==> config.mk <==
export PLATFORM = sky130hd
export DESIGN_NAME = memPhase
export DESIGN_NICKNAME = d
export VERILOG_FILES = /design/src/logic/sbusPkg.sv /design/src/logic/memPkg.sv /design/src/logic/memPhase.sv
export SDC_FILE = /design/constraint.sdc
export NUM_CORES = 1
export LEC_CHECK = 0
export BUFFER_PORTS_ARGS = -buffer_cell sky130_fd_sc_hd__clkbuf_2
export CORE_MARGIN = 8
export CORE_UTILIZATION = 35
export DETAILED_ROUTE_END_ITERATION = 16
export HOLD_SLACK_MARGIN = 0.03
export PLACE_DENSITY = 0.69
export SLEW_MARGIN = 20
export SYNTH_ARGS = -nofsm -noshare
export SYNTH_HDL_FRONTEND = slang
export SYNTH_SLANG_ARGS = --single-unit
==> constraint.sdc <==
create_clock -name SBUS -period 1.9 [get_ports SBUS]
set_clock_uncertainty 0.1 [all_clocks]
set_input_delay 0.095 -clock SBUS [delete_from_list [all_inputs] [get_ports SBUS]]
set_output_delay 0.095 -clock SBUS [all_outputs]
set_load 0.03 [all_outputs]
==> src/logic/sbusPkg.sv <==
// SBUS bus-level definitions
// Word and address widths plus the request and response bundles seen by a memory slave

package sbusPkg;

  localparam int WORD_BITS  = 36;       // Data word width on the bus
  localparam int ADR_BITS   = 22;       // Word address width on the bus
  localparam int QUAD_WORDS = 4;        // Words in one quadword transfer

  // One bus data word
  typedef logic [WORD_BITS-1:0] sbusWord;

  // Inputs driven by the bus master
  typedef struct packed {
    logic                  startA;      // Phase A start
    logic                  startB;      // Phase B start
    logic [ADR_BITS-1:0]   adr;         // Word address, low two bits pick the first word
    logic [QUAD_WORDS-1:0] rq;          // Word request mask, bit 0 sent first
  } sbusReq;

  // Outputs returned to the bus master
  typedef struct packed {
    logic    acknA;                     // Phase A acknowledge
    logic    acknB;                     // Phase B acknowledge
    logic    validA;                    // Phase A data valid
    logic    validB;                    // Phase B data valid
    sbusWord d;                         // Shared data lines
    logic    dataPar;                   // XOR of all data bits
  } sbusRsp;

endpackage

==> src/logic/memPkg.sv <==
// Memory-side definitions
// Store geometry, configuration register map and the phase read request

package memPkg;

  localparam int MEM_ADR_BITS = 18;                     // 256K words
  localparam int MEM_WORDS    = 1 << MEM_ADR_BITS;
  // Address bits above the store select the window
  localparam int WIN_BITS     = sbusPkg::ADR_BITS - MEM_ADR_BITS;

  // Configuration register addresses
  localparam logic CFG_ENABLE = 1'b0;
  localparam logic CFG_WINDOW = 1'b1;

  // Configuration state held by the register block
  typedef struct packed {
    logic                enable;        // Answer bus requests at all
    logic [WIN_BITS-1:0] window;        // Which window of the bus space we own
  } memCfg;

  // Read request from one phase into the store
  typedef struct packed {
    logic                    active;    // Phase is sending a word this cycle
    logic [MEM_ADR_BITS-1:0] storeAdr;  // Word to read
  } phaseRead;

endpackage

==> src/logic/memPhase.sv <==
// One SBUS read phase
// Captures start, address and mask, then walks the quadword ack/valid sequence
`timescale 1ns/1ps

module memPhase (
  input  logic                               SBUS,
  input  logic                               arstN,
  input  logic                               start,
  input  logic                               hit,
  input  logic [sbusPkg::ADR_BITS-1:0]       adr,
  input  logic [sbusPkg::QUAD_WORDS-1:0]     rq,
  output logic                               ackn,
  output logic                               valid,
  output memPkg::phaseRead                   rd
);

  logic [memPkg::MEM_ADR_BITS-3:0] quadBase;   // Store quadword we read from
  logic [1:0]                      wordOfs;    // Rolling word offset, mod 4
  logic [sbusPkg::QUAD_WORDS-1:0]  toSend;     // Words still to go, head in bit 0

  // Control state, a start always reloads and drops any running sequence
  always_ff @(posedge SBUS or negedge arstN) begin
    if (!arstN) begin
      wordOfs <= '0;
      toSend  <= '0;
    end else if (start) begin
      wordOfs <= adr[1:0];              // First word of the quad
      toSend  <= hit ? rq : '0;         // Not ours, so nothing to send
    end else if (toSend != '0) begin
      wordOfs <= wordOfs + 2'd1;        // Wraps within the quad
      toSend  <= toSend >> 1;
    end
  end

  // Quad base is payload only, loaded with the start
  always_ff @(posedge SBUS) begin
    if (start)
      quadBase <= adr[memPkg::MEM_ADR_BITS-1:2];
  end

  // Head bit of the mask drives both strobes in the same cycle
  assign ackn  = toSend[0];
  assign valid = toSend[0];

  assign rd.active   = toSend[0];
  assign rd.storeAdr = {quadBase, wordOfs};

endmodule

; Yosys cells after proc, flatten, opt, wreduce, memory -nomap -nowiden
; Cells that the tools add are included.
[totals]
regBits = 22
input_bits = 30
elab_cells = 11
output_inout_bits = 21
[op_classes]
muxes = 5
reduce_logical = 2
add_sub_neg = 1
[op_table]
columns = cell, count
row1 = 2-to-1 mux 4 bit, 3
row2 = 2-to-1 mux 2 bit, 2
row3 = nonzero test 4 bit, 1
row4 = "adder 2 x 1 -> 2 bit, second input constant", 1
row5 = nonzero test 2 bit, 1

; Depth between registers and ports, before layout
[logic_depth]
depth_word = 3
depth_mapped = 4
mapped_depth_nobuf = 3

; Worst setup path before layout
; Ideal clock, no wire load.
[synth_path]
path_kind = reg-to-reg
from = reg toSend[2] (netlist bit)
to = reg wordOfs[1]
path_stages_with_launch = 4
t_arrival_ns = 1.291
t_required_ns = 1.676
n_path_buf = 0
setup_slack_ns = 0.385
setup_ns = 0.124
path_cell_list = dfrtp_1 -> or4_4 -> o211a_1 -> a211o_1
[synth_via]
elab_chain_len = 2
[synth_rtl]
columns = item, line
row1 = start: declaration, memPhase.sv:19  ; logic [sbusPkg::QUAD_WORDS-1:0] toSend;
row2 = start signal: assignment, memPhase.sv:28  ; toSend <= hit ? rq : '0;
row3 = start signal: assignment, memPhase.sv:31  ; toSend <= toSend >> 1;
row4 = nonzero test 4 bit, memPhase.sv:29  ; end else if (toSend != '0) begin
row5 = nonzero test 2 bit (no line), n/a
row6 = end signal: assignment, memPhase.sv:27  ; wordOfs <= adr[1:0];
row7 = end signal: assignment, memPhase.sv:30  ; wordOfs <= wordOfs + 2'd1;
row8 = end: declaration, memPhase.sv:18  ; logic [1:0] wordOfs;
; No other way between the ends.
; A chain may end at the register's enable or synchronous reset.

; Final worst setup path
; Ends and elaborated chain as after synthesis.

==> flow_summary.json <==
{
  "status": "finished, final reports clean",
  "initial_core_util": 0.3564,
  "fin_crit_sh": 0.8297,
  "cts_setup_buffers": 0,
  "r2r_end": "wordOfs[1]",
  "cts_buffers": 3,
  "globalplace.congestion": 0.7720,
  "grt_util_met1": 0.09452,
  "clkPwrFrac": 0.192,
  "track_usage": 0.09944,
  "antenna_found_initial": 0,
  "io_buffers": 46,
  "comb_power_share": 0.229,
  "drv_cap": 0,
  "place_ws_ps": 323.4,
  "fill_cells": 180,
  "vias": 641,
  "p_per_area_mw_per_mm2": 768.7,
  "drtPass1Iterations": 2,
  "hold_depth": 3,
  "cp_slowest_cell": "or4_4",
  "ys_types": 15,
  "rsz0062_at_grt": "false",
  "worst_slew_pin_slew_ps": 279.4,
  "vdd_drop_max_mv": 0.3389,
  "switching_share": 0.2736,
  "fin_setup_tns_ps": 0,
  "ctsHtreeMaxLevel": 1,
  "r2r_cells": 3,
  "dieArea_mm2": 0.003941,
  "cp_max_fo": 2,
  "seqPwrFrac": 0.579,
  "yosys_warnings": 0,
  "routed_wl_mm": 1.953,
  "core-area_mm2": 0.002148,
  "final_common_cell": "clkbuf_2",
  "start_kind": "flip-flop",
  "layout-drive-gt1-share": 0.4322,
  "min_path_type": "primary input to flip-flop",
  "worst-path-buf-inv": 0,
  "synth-seq-cells": 22,
  "max_slew_margin": 0.8137,
  "dp.cells": 117,
  "grt_util_met2": 0.1746,
  "worstSetupPathType": "flip-flop to flip-flop",
  "diodes": 0,
  "finalMaxSlewViolations": 0,
  "min_to": "wordOfs[1]",
  "top_usage_layer": "met2",
  "syn_avg_cell_area_um2": 17.02,
  "syn_inst": 45,
  "setup.worst_path.end_class": "flip-flop",
  "path_clk_slew_ps": 110,
  "leakagePower_nw": 0.6090,
  "grt_pass1_vias": 689,
  "internal_power_mw": 0.7273,
  "crit_required_ps": 1980,
  "clk_latency_ps": 290,
  "critPathMaxStageDelay_ps": 540,
  "clock.fmax_ghz": 0.6344,
  "area_growth_pct": 70.10,
  "nets": 150,
  "setup_slack_ps": 323.6,
  "path_cells": "or4_4 > o211a_1 > a211o_1",
  "placed_area_mm2": 0.001020,
  "mostFrequentLayoutCells": "clkbuf_2, dlygate4sd3_1, edfxtp_1",
  "cts_resized": 0,
  "min_period_ps": 1576,
  "clockBufferDepth": 2,
  "rows": 17,
  "stdcell_count": 146,
  "cts_hold_buf": 26,
  "cts_tree": "yes",
  "synthTopCellsByArea": "edfxtp_1, dfrtp_1, nand3_1, o21ai_0, buf_4",
  "drt_iter0_drc": 10,
  "grt_overflow": 0,
  "grt_start_max_net_pins": 28,
  "avgViaCountPerCell": 4.390,
  "netlist.area_leader.share": 0.6275,
  "cts.sinks": 22,
  "syn_nets": 75,
  "min_from": "adr[1]",
  "rr_startpoint": "toSend[2]",
  "p_sw_mw": 0.2740,
  "ys_seq_area_frac": 0.8235,
  "synth_area_um2": 765.7,
  "yosys.area.top_type": "edfxtp_1",
  "path_delay_family": "simple AND/OR/NAND/NOR gates",
  "finalHoldViolations": 0,
  "die_w_um": 62.78,
  "ant_nets": 0,
  "ctsRootBufferMaster": "clkbuf_4",
  "drc": 0,
  "dpl.hpwl_mm": 1.371,
  "die_h_um": 62.78,
  "final_cell_area_mm2": 0.001303,
  "met3_usage": 0.05197,
  "finalSetupViolations": 0,
  "regToRegSetupSlack_ps": 320,
  "grt_pass1_wl_mm": 3.125,
  "wl_per_cell_um": 13.38,
  "worstPathArrival_ps": 1660,
  "io_pins": 51
}
-- flip-flops by register name, summed over array words and instances (netlist names) --
name / cells
toSend: 4
wordOfs: 2
quadBase: 16
-- cell usage after synthesis, drive strengths merged --
cell,n
o21ai,3
a21oi,1
buf,2
a211o,1
clkbuf,1
inv,4
dfrtp,6
and3,1
o211a,1
nor2,3
edfxtp,16
a22o,1
mux2i,1
or4,1
nand3,3
-- stage by stage --
stage	hold slack [ps]	power, mW	utilization
2_1_floorplan	-300.6	0.7040	-
3_3_place_gp	-176.8	0.7775	0.4747
3_5_place_dp	-170.4	0.7813	0.4747
4_1_cts	33.73	1.015	0.6063
5_1_grt	59.14	1.047	0.6063
6_report	38.20	1.001	0.6063
-- cell type report --
class,count,area (um^2),share of cell area
flip-flops and latches,22,630.6,0.4841
repair buffers,73,498.0,0.3823
multi-input cells,16,101.3,0.07781
well taps,28,35.03,0.02690
clock buffers,3,22.52,0.01729
inverters,4,15.01,0.01153
-- worst max-delay path by stage --
| stage | startpoint | end | slack, ps | depth (start not counted) |
|---|---|---|---|---|
| 6_report | toSend[2] | wordOfs[1] | 320 | 3 |
| 3_3_place_gp | toSend[2] | wordOfs[1] | 360 | 3 |
| 2_1_floorplan | toSend[2] | wordOfs[1] | 380 | 3 |
| 3_5_place_dp | toSend[2] | wordOfs[1] | 320 | 3 |
| 4_1_cts | toSend[2] | wordOfs[1] | 300 | 3 |
| 5_1_grt | toSend[2] | wordOfs[1] | 250 | 3 |
-- power groups by stage --
stage,Sequential (mW),Combinational (mW),Clock [mW]
2_1_floorplan,0.666,0.0379,0
3_3_place_gp,0.589,0.189,0
3_5_place_dp,0.591,0.191,0
4_1_cts,0.580,0.231,0.204
5_1_grt,0.585,0.246,0.216
6_report,0.580,0.230,0.192
-- metal layers --
metal / share of wire / up-vias
met4: 0.0051 / 0
met5: 0 / -
met2: 0.48 / 34
li1: - / 309
met3: 0.10 / 2
met1: 0.41 / 296
-- worst register-to-register path: cells and delay by family, from the launching register on --
| family | cells | cell delay (ps) |
|---|---|---|
| and+or+nand+nor | 1 | 540 |
| AOI/OAI and AO/OA | 2 | 440 |
| DFF | 1 | 400 |
-- kinds of logic after synthesis --
group                  count (synthesis)  share of synthesized area
AO/OA/AOI/OAI                          7                    0.06208
buffers and inverters                  7                    0.04410
flip-flops                            22                     0.8235
multiplexers                           1                    0.01307
AND/OR/NAND/NOR                        8                    0.05719
Note: power is estimated with default switching activity, not from simulation.
