File: src/logic/sbusPkg.sv
// SBUS bus-level definitions
// Word and address widths plus the request and response bundles seen by a memory slave

package sbusPkg;

  localparam int WORD_BITS  = 36;       // Data word width on the bus
  localparam int ADR_BITS   = 22;       // Word address width on the bus
  localparam int QUAD_WORDS = 4;        // Words in one quadword transfer

  // One bus data word
  typedef logic [WORD_BITS-1:0] sbusWord;

  // Inputs driven by the bus master
  typedef struct packed {
    logic                  startA;      // Phase A start
    logic                  startB;      // Phase B start
    logic [ADR_BITS-1:0]   adr;         // Word address, low two bits pick the first word
    logic [QUAD_WORDS-1:0] rq;          // Word request mask, bit 0 sent first
  } sbusReq;

  // Outputs returned to the bus master
  typedef struct packed {
    logic    acknA;                     // Phase A acknowledge
    logic    acknB;                     // Phase B acknowledge
    logic    validA;                    // Phase A data valid
    logic    validB;                    // Phase B data valid
    sbusWord d;                         // Shared data lines
    logic    dataPar;                   // XOR of all data bits
  } sbusRsp;

endpackage

File: src/logic/memPkg.sv
// Memory-side definitions
// Store geometry, configuration register map and the phase read request

package memPkg;

  localparam int MEM_ADR_BITS = 18;                     // 256K words
  localparam int MEM_WORDS    = 1 << MEM_ADR_BITS;
  // Address bits above the store select the window
  localparam int WIN_BITS     = sbusPkg::ADR_BITS - MEM_ADR_BITS;

  // Configuration register addresses
  localparam logic CFG_ENABLE = 1'b0;
  localparam logic CFG_WINDOW = 1'b1;

  // Configuration state held by the register block
  typedef struct packed {
    logic                enable;        // Answer bus requests at all
    logic [WIN_BITS-1:0] window;        // Which window of the bus space we own
  } memCfg;

  // Read request from one phase into the store
  typedef struct packed {
    logic                    active;    // Phase is sending a word this cycle
    logic [MEM_ADR_BITS-1:0] storeAdr;  // Word to read
  } phaseRead;

endpackage

File: src/logic/memCtrlRegs.sv
// Memory configuration registers
// Holds enable and window number, decides which phase starts fall in our window
`timescale 1ns/1ps

module memCtrlRegs (
  input  logic                          SBUS,
  input  logic                          arstN,
  input  logic                          cfgWe,
  input  logic                          cfgAddr,
  input  logic [3:0]                    cfgWData,
  output logic [3:0]                    cfgRData,
  input  logic [sbusPkg::ADR_BITS-1:0]  adr,
  input  logic                          startA,
  input  logic                          startB,
  output logic                          hitA,
  output logic                          hitB
);

  memPkg::memCfg cfg;                   // Enable and window registers
  logic          winMatch;              // Address lies in our window

  always_ff @(posedge SBUS or negedge arstN) begin
    if (!arstN) begin
      cfg <= '0;                        // Disabled, window 0
    end else if (cfgWe) begin
      if (cfgAddr == memPkg::CFG_ENABLE)
        cfg.enable <= cfgWData[0];
      else
        cfg.window <= cfgWData[memPkg::WIN_BITS-1:0];
    end
  end

  // Read-back, enable sits in bit 0
  always_comb begin
    if (cfgAddr == memPkg::CFG_WINDOW)
      cfgRData = cfg.window;
    else
      cfgRData = {3'b000, cfg.enable};
  end

  // Window bits are the ones above the store address
  assign winMatch = cfg.enable &&
                    (adr[sbusPkg::ADR_BITS-1:memPkg::MEM_ADR_BITS] == cfg.window);

  assign hitA = startA & winMatch;      // Phase A start addressed to us
  assign hitB = startB & winMatch;      // Phase B start addressed to us

endmodule

File: config.mk
export PLATFORM = sky130hd
export DESIGN_NAME = memCtrlRegs
export DESIGN_NICKNAME = d
export VERILOG_FILES = /design/src/logic/sbusPkg.sv /design/src/logic/memPkg.sv /design/src/logic/memCtrlRegs.sv
export SDC_FILE = /design/constraint.sdc
export NUM_CORES = 1
export LEC_CHECK = 0
export ABC_AREA = 1
export BUFFER_PORTS_ARGS = -buffer_cell sky130_fd_sc_hd__buf_2
export CAP_MARGIN = 20
export CORE_AREA = 5 5 42 44
export CTS_BUF_LIST = sky130_fd_sc_hd__clkbuf_2 sky130_fd_sc_hd__clkbuf_4 sky130_fd_sc_hd__clkbuf_8
export CTS_CLUSTER_SIZE = 30
export DETAILED_ROUTE_END_ITERATION = 8
export DIE_AREA = 0 0 47 49
export HOLD_SLACK_MARGIN = 0.08
export PLACE_DENSITY_LB_ADDON = 0.25
export SYNTH_ARGS = -nofsm -noshare
export SYNTH_HDL_FRONTEND = slang
export SYNTH_SLANG_ARGS = --single-unit
File: constraint.sdc
create_clock -name SBUS -period 0.9 [get_ports SBUS]
set_input_delay 0.045 -clock SBUS [delete_from_list [all_inputs] [get_ports SBUS]]
set_output_delay 0.045 -clock SBUS [all_outputs]
set_load 0.05 [all_outputs]
-- Yosys cells after proc, flatten, opt, wreduce, memory -nomap -nowiden
Cells that the tools add are included.
- register bits after elaboration: 5
- equal/unequal tests: 1
- mux-type cells: 1
- bitwise operators: 3
- reductions and logical operators: 3
- operators with widths (cell ; count):
    4-bit == test ; 1
    4-bit 2-to-1 mux ; 1
    2-bit AND reduction ; 2
    1-bit AND ; 2
    1-bit logical AND ; 1
    1-bit inverter ; 1

-- Depth between registers and ports, before layout
- word-level depth: 3
- depth in mapped cells: 6

-- Worst setup path after synthesis
Ideal clock, no wire load.
- path type: register -> output
- from: register cfg[0] (netlist name)
- to: output cfgRData[0]
- arrival: 1.476 ns
- path slack: -0.621 ns
- stages on the path, launching flop included: 3
- path buffers: 0
- cell sequence: dfrtp_1 inv_1 o21ai_0
- cells in the longest elaborated chain, start to end: 1
- ends and longest elaborated chain (item ; RTL line ; source):
    start, declared ; memCtrlRegs.sv:19 ; memPkg::memCfg cfg;
    4-bit 2-to-1 mux ; memCtrlRegs.sv:35 ; if (cfgAddr == memPkg::CFG_WINDOW)
    end, declared ; memCtrlRegs.sv:11 ; output logic [3:0] cfgRData,
No other way between the ends.

-- Worst setup path in the final report
- from: register cfg[0] (netlist name)
- to: output hitA
- cells in the longest elaborated chain, start to end: 3
- ends and longest elaborated chain (item ; RTL line ; source):
    4-bit == test ; memCtrlRegs.sv:43 ; (adr[sbusPkg::ADR_BITS-1:memPkg::MEM_ADR_BITS] == cfg.window);
    1-bit logical AND ; memCtrlRegs.sv:42 ; assign winMatch = cfg.enable &&
    1-bit AND ; memCtrlRegs.sv:45 ; assign hitA = startA & winMatch;
    end, declared ; memCtrlRegs.sv:15 ; output logic hitA,
No other way between the ends.

==> results.yml <==
pwr:
  peakVddDrop_mv: 0.721
  power_per_cell_area_nw_per_um2: 1480
  standby_leakage_power_uw: 0.000376
  fin_total_pwr_uw: 990
worst_setup_path:
  cpMostUsedCell: "sky130_fd_sc_hd__nand2_1"
  critical_path.startpoint: "cfg[0]"
  r2r-start: "cfg[3]"
  r2r-end: "cfg[3]"
  arrival_ps: 1280
  worst-r2r-cell-count: 3
  critical_path_start_type: "register"
  r2r_slack_ps: -80
  timing.critical_path.cells: "nand2_1, nand2_1, nor2_1, nand3_2, nor2_4, buf_8"
  timing.setup.critical_path_class: "register to primary output"
  slowest_stage: "sky130_fd_sc_hd__dfrtp_1"
  cp_top_family: "simple AND/OR/NAND/NOR gates"
  cp_slowest_stage_delay_ps: 390
  cp_num_buf_inv: 1
  critical_path_required_ps: 850
  critical_path_peak_fanout: 3
  setup.worst_path.end_class: "primary output"
layout:
  num-nets-final: 115
  flip_flop_count_of_the_largest_register_all_copies_and_words_added: 5
  post_route_cells_drive_above_1_share: 0.573
  n_antenna_cell: 0
  mostFrequentLayoutCell: "sky130_fd_sc_hd__buf_2"
  max_flop_register: "cfg"
  number_of_non_filler_instances_in_the_completed_layout: 98
  layout_common_cells: "13 x sky130_fd_sc_hd__buf_2, 9 x sky130_fd_sc_hd__nand2_1, 8 x sky130_fd_sc_hd__inv_1"
  regs_by_ff_count: "cfg: 5 flops"
  design_area_um2: 669
  syn_to_layout_area_delta_pct: 111
min_path:
  min_to: "cfg[4]"
  min-delay-start: "cfgWData[0]"
  min-delay-path-class: "input pin to register"
  worstHoldPathCells: 3
sta:
  max_slew.worst_pin.slew_ps: 168
  clock.fmax_ghz: 0.756
  timing.slew.headroom: 0.887
  post-route-worst-setup-slack_ps: -423
  layout_min_cycle_time_ps: 1320
  unrepaired_setup_endpoints_after_global_routing: "true"
  final_min_period_over_clock_period: 1.47
  hold_viol_final: 0
  slew_violations: 0
  fin_setup_tns_ps: -1500
  finClkSkew_ps: 0
  setup_viol_count_final: 7
die:
  io_pins: 38
  starting_density_of_the_core: 0.227
  core_area_um2: 1400
  fp-row-count: 14
  floorplan.die_area_um2: 2300
  die_h_um: 49
  dieWidth_um: 47
grt:
  grt_antenna_before_repair: 0
  vias_in_the_first_global_route: 376
  grt_util_all_layers: 0.0820
  grt_max_degree: 7
  grt_overflow_total: 0
  first_pass_grt_wire_length_um: 1390
detailed_routing:
  initialDrtViolationCount: 3
  ant_nets_after_route: 0
  route.detailed.wl_per_inst_um: 8.60
  detail_route.first_pass.iterations: 2
  vias_per_cell: 4.03
  routed-via-count: 395
  post-route-drc-count: 0
  wl_um: 843
yosys:
  synth_simple_gate_area_frac: 0.260
  dominant_combinational_cell_family_by_area_after_synthesis: "simple AND/OR/NAND/NOR gates"
  syn-num-nets: 78
  yosys-mux-area-fraction: 0.0945
  seq_area_frac_synth: 0.394
  synth_cells: 46
  synthXorXnorAreaFrac: 0.0276
  synth-compound-area-share: 0.0827
  synth.ff_latch_count: 5
  postSynthAreaPerCell_um2: 6.91
  synth-adder-area-share: 0
  post_synth_num_cell_types: 11
  synth_area_um2: 318
  warning_count_from_the_yosys_run: 0
cts:
  tritoncts.num_buffers: 3
  clkSinkCount: 5
  clockRootBuffer: "sky130_fd_sc_hd__clkbuf_4"
  clk_path_buf_depth: 2
  clk_latency_ps: 230
  cts_max_level: 1
  tritoncts: "yes"
  clkSlewWorstSetupHoldPaths_ps: 40
run_status:
  run_status: "finished with violations"
  failed_checks: "negative setup slack"
job:
  drv_cap: 0
placement:
  pre_cts_ws_ps: -291
  place_inst: 86
  numPortBuffers: 19
  place_hpwl_um: 685
  place_area_um2: 494
  gp_congestion: 0.657
==> synthesized netlist by cell type <==
library cell,instances,area [um2]
sky130_fd_sc_hd__a21oi_1,2,10.0
sky130_fd_sc_hd__a31oi_1,1,6.26
sky130_fd_sc_hd__dfrtp_1,5,125
sky130_fd_sc_hd__inv_1,12,45.0
sky130_fd_sc_hd__mux2_4,2,30.0
sky130_fd_sc_hd__nand2_1,13,48.8
sky130_fd_sc_hd__nand2_2,1,6.26
sky130_fd_sc_hd__nand3_1,1,5.00
sky130_fd_sc_hd__nor2_1,6,22.5
sky130_fd_sc_hd__o21ai_0,2,10.0
sky130_fd_sc_hd__xnor2_1,1,8.76
==> logic make-up after synthesis <==
group / count (synthesis)
xor+xnor: 1
compound gates: 5
flops: 5
mux: 2
simple gates: 21
buf+inv: 12
==> repair_timing <==
action	in CTS	in global routing
gates resized for setup	17	10
pin swaps	4	5
hold buffers	5	0
hold endpoints to repair	9	0
setup buffers	3	1
endpoints found under the setup margin	6	7
==> worst min-delay path: stages <==
cell and delay (ps):
sky130_fd_sc_hd__buf_2 90, sky130_fd_sc_hd__inv_1 60, sky130_fd_sc_hd__a31oi_1 80
==> power by group <==
group	total (uW)	internal [uW]	leakage [uW]	switching, uW
clock network	278	197	0.0000184	81.5
registers	281	256	0.0000577	24.2
logic	431	221	0.000300	210
total	990	674	0.000376	316
==> layer usage <==
| layer | GRT usage | share of wire |
|---|---|---|
| met1 | 0.102 | 0.40 |
| met3 | 0.0258 | 0.096 |
| met4 | 0.0553 | 0.020 |
| met2 | 0.115 | 0.48 |
| met5 | 0 | 0 |
==> layout make-up <==
| type | count | area (um2) |
|---|---|---|
| inverters | 12 | 45.0 |
| well taps | 16 | 20.0 |
| fillers | 152 | 732 |
| multi-input cells | 29 | 184 |
| flip-flops and latches | 5 | 125 |
| clock buffers | 4 | 30.0 |
| repair buffers | 32 | 265 |
==> through the flow <==
stage,utilization,hold slack (ps)
after global routing,0.478,85.5
after detailed placement,0.353,-136
after CTS,0.457,82.0
after global placement,0.353,-135
final,0.478,93.8
after floorplan,-,-251
==> worst max path at each step <==
| stage | depth (start not counted) | slack [ps] | endpoint |
|---|---|---|---|
| after floorplan | 5 | -170 | hitA |
| after CTS | 7 | -440 | hitA |
| after global routing | 7 | -530 | hitA |
| after global placement | 7 | -290 | hitA |
| after detailed placement | 7 | -290 | hitA |
| final | 6 | -420 | hitA |
Note: power is estimated with default switching activity, not from simulation.
