### src/logic/sbusPkg.sv
// SBUS bus-level definitions
// Word and address widths plus the request and response bundles seen by a memory slave

package sbusPkg;

  localparam int WORD_BITS  = 36;       // Data word width on the bus
  localparam int ADR_BITS   = 22;       // Word address width on the bus
  localparam int QUAD_WORDS = 4;        // Words in one quadword transfer

  // One bus data word
  typedef logic [WORD_BITS-1:0] sbusWord;

  // Inputs driven by the bus master
  typedef struct packed {
    logic                  startA;      // Phase A start
    logic                  startB;      // Phase B start
    logic [ADR_BITS-1:0]   adr;         // Word address, low two bits pick the first word
    logic [QUAD_WORDS-1:0] rq;          // Word request mask, bit 0 sent first
  } sbusReq;

  // Outputs returned to the bus master
  typedef struct packed {
    logic    acknA;                     // Phase A acknowledge
    logic    acknB;                     // Phase B acknowledge
    logic    validA;                    // Phase A data valid
    logic    validB;                    // Phase B data valid
    sbusWord d;                         // Shared data lines
    logic    dataPar;                   // XOR of all data bits
  } sbusRsp;

endpackage

### src/logic/busReturn.sv
// SBUS data return path
// Merges both phases onto the data lines with A first, adds parity
`timescale 1ns/1ps

module busReturn (
  input  logic             validA,
  input  logic             validB,
  input  sbusPkg::sbusWord wordA,
  input  sbusPkg::sbusWord wordB,
  output sbusPkg::sbusWord d,
  output logic             dataPar
);

  // Phase A wins when both are valid
  always_comb begin
    if (validA)
      d = wordA;
    else if (validB)
      d = wordB;
    else
      d = '0;                           // Lines held low when idle
  end

  // XOR over all 36 bits, zero for zero data
  assign dataPar = ^d;

endmodule

### config.mk
export PLATFORM = sky130hd
export DESIGN_NAME = busReturn
export DESIGN_NICKNAME = d
export VERILOG_FILES = /design/src/logic/sbusPkg.sv /design/src/logic/busReturn.sv
export SDC_FILE = /design/constraint.sdc
export NUM_CORES = 1
export LEC_CHECK = 0
export BUFFER_PORTS_ARGS = -buffer_cell sky130_fd_sc_hd__buf_4
export CORE_MARGIN = 2
export CORE_UTILIZATION = 39
export DETAILED_ROUTE_END_ITERATION = 10
export PLACE_DENSITY = 0.95
export SYNTH_ARGS = -nofsm -noshare
export SYNTH_HDL_FRONTEND = slang
export SYNTH_SLANG_ARGS = --single-unit
export TNS_END_PERCENT = 30
### constraint.sdc
create_clock -name vclk -period 5.8
set_clock_uncertainty 0.15 [all_clocks]
set_input_delay 1.74 -clock vclk [all_inputs]
set_output_delay 1.74 -clock vclk [all_outputs]
set_load 0.02 [all_outputs]
======== Word level (Yosys, flattened, before mapping) ========
Cells that the tools add are included.
word-level totals
  bits of input ports ..................... 74
  bits in registers ....................... 0
  word-level logic and storage cells ...... 3
  output and inout port bits .............. 37
cells by class
  mux-type cells .......................... 2
  reductions and logical operators ........ 1
operators with widths
  kind                  number
  36-bit 2-to-1 mux     2
  36-bit XOR reduction  1

======== Logic depth before layout (Yosys ltp) ========
  depth after elaboration ................. 3
  depth in mapped cells ................... 7
  gate-level depth less buffers ........... 6

======== Worst setup path before layout ========
Ideal clock, no wire load.
  kind .................................... input -> output
  start point ............................. input port validA
  end point ............................... output port dataPar
  cell stages on the path ................. 7
  data arrival time ....................... 3.001 ns
  slack ................................... 0.909 ns
  required time ........................... 3.910 ns
  path through ............................ buf_2 -> nor2b_1 -> a22oi_1 -> xnor2_1 -> xnor2_1 -> xnor2_1 -> xnor3_1
on the way
  cells in the longest elaborated chain, start to end .. 2
ends and longest elaborated chain
  element               RTL line         text
  start: declaration    busReturn.sv:6   input logic validA,
  36-bit 2-to-1 mux     busReturn.sv:16  if (validA)
  36-bit XOR reduction  busReturn.sv:25  assign dataPar = ^d;
  end: declaration      busReturn.sv:11  output logic dataPar
Every way passes these cells.

======== Worst setup path after layout ========
  start point ............................. input port validB
  end point ............................... output port dataPar
on the way
  cells in the longest elaborated chain, start to end .. 3
ends and longest elaborated chain
  element               RTL line         text
  start: declaration    busReturn.sv:7   input logic validB,
  36-bit 2-to-1 mux     busReturn.sv:18  else if (validB)
  36-bit 2-to-1 mux     busReturn.sv:16
  36-bit XOR reduction  busReturn.sv:25
Every way passes these cells.

==> report_table.html <==
<table>
<tr><th>Metric</th><th>Value</th></tr>
<tr><th colspan="2">Synthesis</th></tr>
<tr><td>Yosys warnings</td><td>0</td></tr>
<tr><td>Net count of the mapped netlist</td><td>194</td></tr>
<tr><td>Biggest area consumer among synthesized cells</td><td>sky130_fd_sc_hd__xnor2_1</td></tr>
<tr><td>Average instance area after synthesis</td><td>8.26 um2</td></tr>
<tr><td>Post-synthesis cell type count</td><td>13</td></tr>
<tr><td>Post-synthesis instance total</td><td>120</td></tr>
<tr><td>Area share of the leading cell type in the synthesized netlist</td><td>45.1%</td></tr>
<tr><td>Synthesized area</td><td>991 um2</td></tr>
<tr><td>Share of the yosys chip area belonging to registers</td><td>0%</td></tr>
<tr><td>Cells taking the most area after synthesis</td><td>sky130_fd_sc_hd__xnor2_1 (45%), sky130_fd_sc_hd__a22o_1 (29%), sky130_fd_sc_hd__xor2_1 (11%)</td></tr>
<tr><th colspan="2">Cells and area</th></tr>
<tr><td>Post-route insts no fill</td><td>255</td></tr>
<tr><td>Layout cell share with drive strength beyond 1</td><td>52.0%</td></tr>
<tr><td>Final Core Density</td><td>76.1%</td></tr>
<tr><td>Total area of sequential cells</td><td>0 um2</td></tr>
<tr><td>Area added between synthesis and finish</td><td>86.7%</td></tr>
<tr><td>Number of flip-flops and latches</td><td>0</td></tr>
<tr><td>Total number of nets in the final design</td><td>301</td></tr>
<tr><td>Clock Buffer Count</td><td>0</td></tr>
<tr><td>Count of inserted antenna diode cells</td><td>0</td></tr>
<tr><th colspan="2">Run status</th></tr>
<tr><td>Run status</td><td>finished, final reports clean</td></tr>
<tr><th colspan="2">STA</th></tr>
<tr><td>Final worst hold slack</td><td>3660 ps</td></tr>
<tr><td>Sum of negative setup slack</td><td>0 ps</td></tr>
<tr><td>Minimum clock period</td><td>5210 ps</td></tr>
<tr><td>Total count of hold-check failures in the final report</td><td>0</td></tr>
<tr><td>Post-layout worst setup margin</td><td>592 ps</td></tr>
<tr><td>Fin. max-slew vios</td><td>0</td></tr>
<tr><td>Final number of setup-violating endpoints</td><td>0</td></tr>
<tr><td>Ratio of final minimum period to clock period</td><td>89.8%</td></tr>
<tr><td>Worst Max-Slew Pin Slew</td><td>413 ps</td></tr>
<tr><td>Worst relative slew slack</td><td>72.5%</td></tr>
<tr><td>Fmax achieved</td><td>192 MHz</td></tr>
<tr><td>Unrepaired setup endpoints after global routing</td><td>false</td></tr>
<tr><th colspan="2">Critical path</th></tr>
<tr><td>CP required</td><td>3910 ps</td></tr>
<tr><td>Crit Path Category</td><td>input port to primary output</td></tr>
<tr><td>Critical Path Source Type</td><td>input port</td></tr>
<tr><td>CP arrival</td><td>3320 ps</td></tr>
<tr><td>Endpoint class of the critical path</td><td>primary output</td></tr>
<tr><td>Crit Path Max Fanout</td><td>11</td></tr>
<tr><th colspan="2">Global routing</th></tr>
<tr><td>Met1 Use GR</td><td>23.5%</td></tr>
<tr><td>Antenna violations before repair</td><td>0</td></tr>
<tr><td>Remaining Overflow, GRT</td><td>0</td></tr>
<tr><td>Most used routing layer</td><td>met2</td></tr>
<tr><td>GR Util met3</td><td>1.64%</td></tr>
<tr><td>GRT Overall Usage</td><td>21.9%</td></tr>
<tr><td>GR met2 Demand/Resource</td><td>47.2%</td></tr>
<tr><td>Via count of the first global-routing pass</td><td>1199</td></tr>
<tr><td>Global-route wire length before repair</td><td>4970 um</td></tr>
<tr><td>Maximum number of pins on one net before global-route repair</td><td>45</td></tr>
<tr><th colspan="2">Floorplan</th></tr>
<tr><td>Chip Width</td><td>54.4 um</td></tr>
<tr><td>Top-level port count</td><td>111</td></tr>
<tr><td>Floorplan Core Area</td><td>2430 um2</td></tr>
<tr><td>Number of rows created at floorplan</td><td>18</td></tr>
<tr><td>Starting utilization of the core area</td><td>40.7%</td></tr>
<tr><td>Die ar.</td><td>2960 um2</td></tr>
<tr><td>Vertical die dimension</td><td>54.4 um</td></tr>
<tr><th colspan="2">Placement</th></tr>
<tr><td>Cell count after placement</td><td>255</td></tr>
<tr><td>RePlAce Congestion</td><td>0.720</td></tr>
<tr><td>Input/output buffers</td><td>111</td></tr>
<tr><td>Pre-CTS setup slack</td><td>575 ps</td></tr>
<tr><td>Dpl hpwl</td><td>2960 um</td></tr>
<tr><th colspan="2">Routing</th></tr>
<tr><td>Routed Wire Length</td><td>3500 um</td></tr>
<tr><td>Post-detailed-route wirelength per cell</td><td>13.7 um</td></tr>
<tr><td>Total iterations of the first detailed-routing run</td><td>4</td></tr>
<tr><td>Total number of vias</td><td>1294</td></tr>
<tr><td>Violation count after the first detailed-route iteration</td><td>3</td></tr>
<tr><td>Number of nets with antenna violations after detailed routing</td><td>0</td></tr>
<tr><td>Number of remaining DRC errors</td><td>0</td></tr>
<tr><td>Ratio of routed vias to standard cells</td><td>5.07</td></tr>
<tr><th colspan="2">Min path</th></tr>
<tr><td>Type of the most critical hold path</td><td>input port to primary output</td></tr>
<tr><th colspan="2">Run</th></tr>
<tr><td>Total of max-cap violations</td><td>0</td></tr>
<tr><th colspan="2">Clock tree</th></tr>
<tr><td>Resized Gates After CTS</td><td>0</td></tr>
<tr><td>Number of buffers inserted for hold repair after clock tree synthesis</td><td>0</td></tr>
<tr><td>Buffers inserted by post-CTS timing repair</td><td>0</td></tr>
<tr><th colspan="2">Pwr</th></tr>
<tr><td>Peak supply drop</td><td>0.102 mV</td></tr>
<tr><td>Power per Cell Area</td><td>147 nW/um2</td></tr>
<tr><td>Leak pwr</td><td>0.882 nW</td></tr>
</table>
==> power breakdown <==
part	internal [mW]	switching [mW]
clock	0	0
sequential	0	0
combinational	0.150	0.122
total	0.150	0.122
==> through the flow <==
step                      area [um2]  power [mW]
after global placement          1850       0.269
after detailed placement        1850       0.274
after CTS                       1850       0.275
final                           1850       0.272
after floorplan                  991       0.167
after global routing            1850       0.292
==> cell type report <==
type,instances,area [um2]
multi-input cells,111,957
repair buffers,114,856
fillers,198,582
well taps,30,37.5
==> kinds of logic (layout without fill, tap and decap cells) <==
logic type / Yosys count / after routing / share of synthesized area (%)
buffers and inverters: 9 / 114 / 3.66
AOI/OAI and AO/OA: 42 / 42 / 36.2
xor gates and xnor gates: 64 / 64 / 58.0
and+or+nand+nor: 5 / 5 / 2.15
==> path summary, 6_finish.rpt <==
check	slack (ps)	to	depth (start not counted)	from
worst max-delay path	590	dataPar	8	validB
worst min-delay path	3660	d[24]	3	wordB[24]
==> cells in the mapped netlist <==
cell,instances
sky130_fd_sc_hd__xor2_1,12
sky130_fd_sc_hd__xnor2_1,51
sky130_fd_sc_hd__buf_2,2
sky130_fd_sc_hd__buf_1,4
sky130_fd_sc_hd__nand2_1,4
sky130_fd_sc_hd__xnor3_1,1
sky130_fd_sc_hd__nor2b_1,1
sky130_fd_sc_hd__a22oi_2,1
sky130_fd_sc_hd__a22oi_1,5
sky130_fd_sc_hd__a22o_1,33
sky130_fd_sc_hd__a22o_2,1
sky130_fd_sc_hd__clkbuf_1,3
sky130_fd_sc_hd__o21ai_0,2
==> metal layers <==
| metal | share of wire, % | routed length [um] |
|---|---|---|
| met3 | 7.6 | 265 |
| met5 | 0 | 0 |
| met4 | 0.54 | 19 |
| met1 | 36 | 1250 |
| met2 | 56 | 1970 |
==> critical path, stage by stage <==
cell	delay [ps]
sky130_fd_sc_hd__buf_4	90
sky130_fd_sc_hd__nor2b_2	370
sky130_fd_sc_hd__a22oi_1	180
sky130_fd_sc_hd__xnor2_1	230
sky130_fd_sc_hd__xnor2_1	160
sky130_fd_sc_hd__xnor2_1	150
sky130_fd_sc_hd__xnor3_1	220
sky130_fd_sc_hd__buf_4	170
==> cells in the final DEF, fill, tap and decap left out <==
master                    instances
sky130_fd_sc_hd__a22o_1          33
sky130_fd_sc_hd__a22o_2           1
sky130_fd_sc_hd__a22oi_1          5
sky130_fd_sc_hd__a22oi_2          1
sky130_fd_sc_hd__buf_4          114
sky130_fd_sc_hd__nand2_1          4
sky130_fd_sc_hd__nor2b_2          1
sky130_fd_sc_hd__o21ai_0          2
sky130_fd_sc_hd__xnor2_1         51
sky130_fd_sc_hd__xnor3_1          1
sky130_fd_sc_hd__xor2_1          12
No activity file was read; power rests on OpenSTA's default activity.
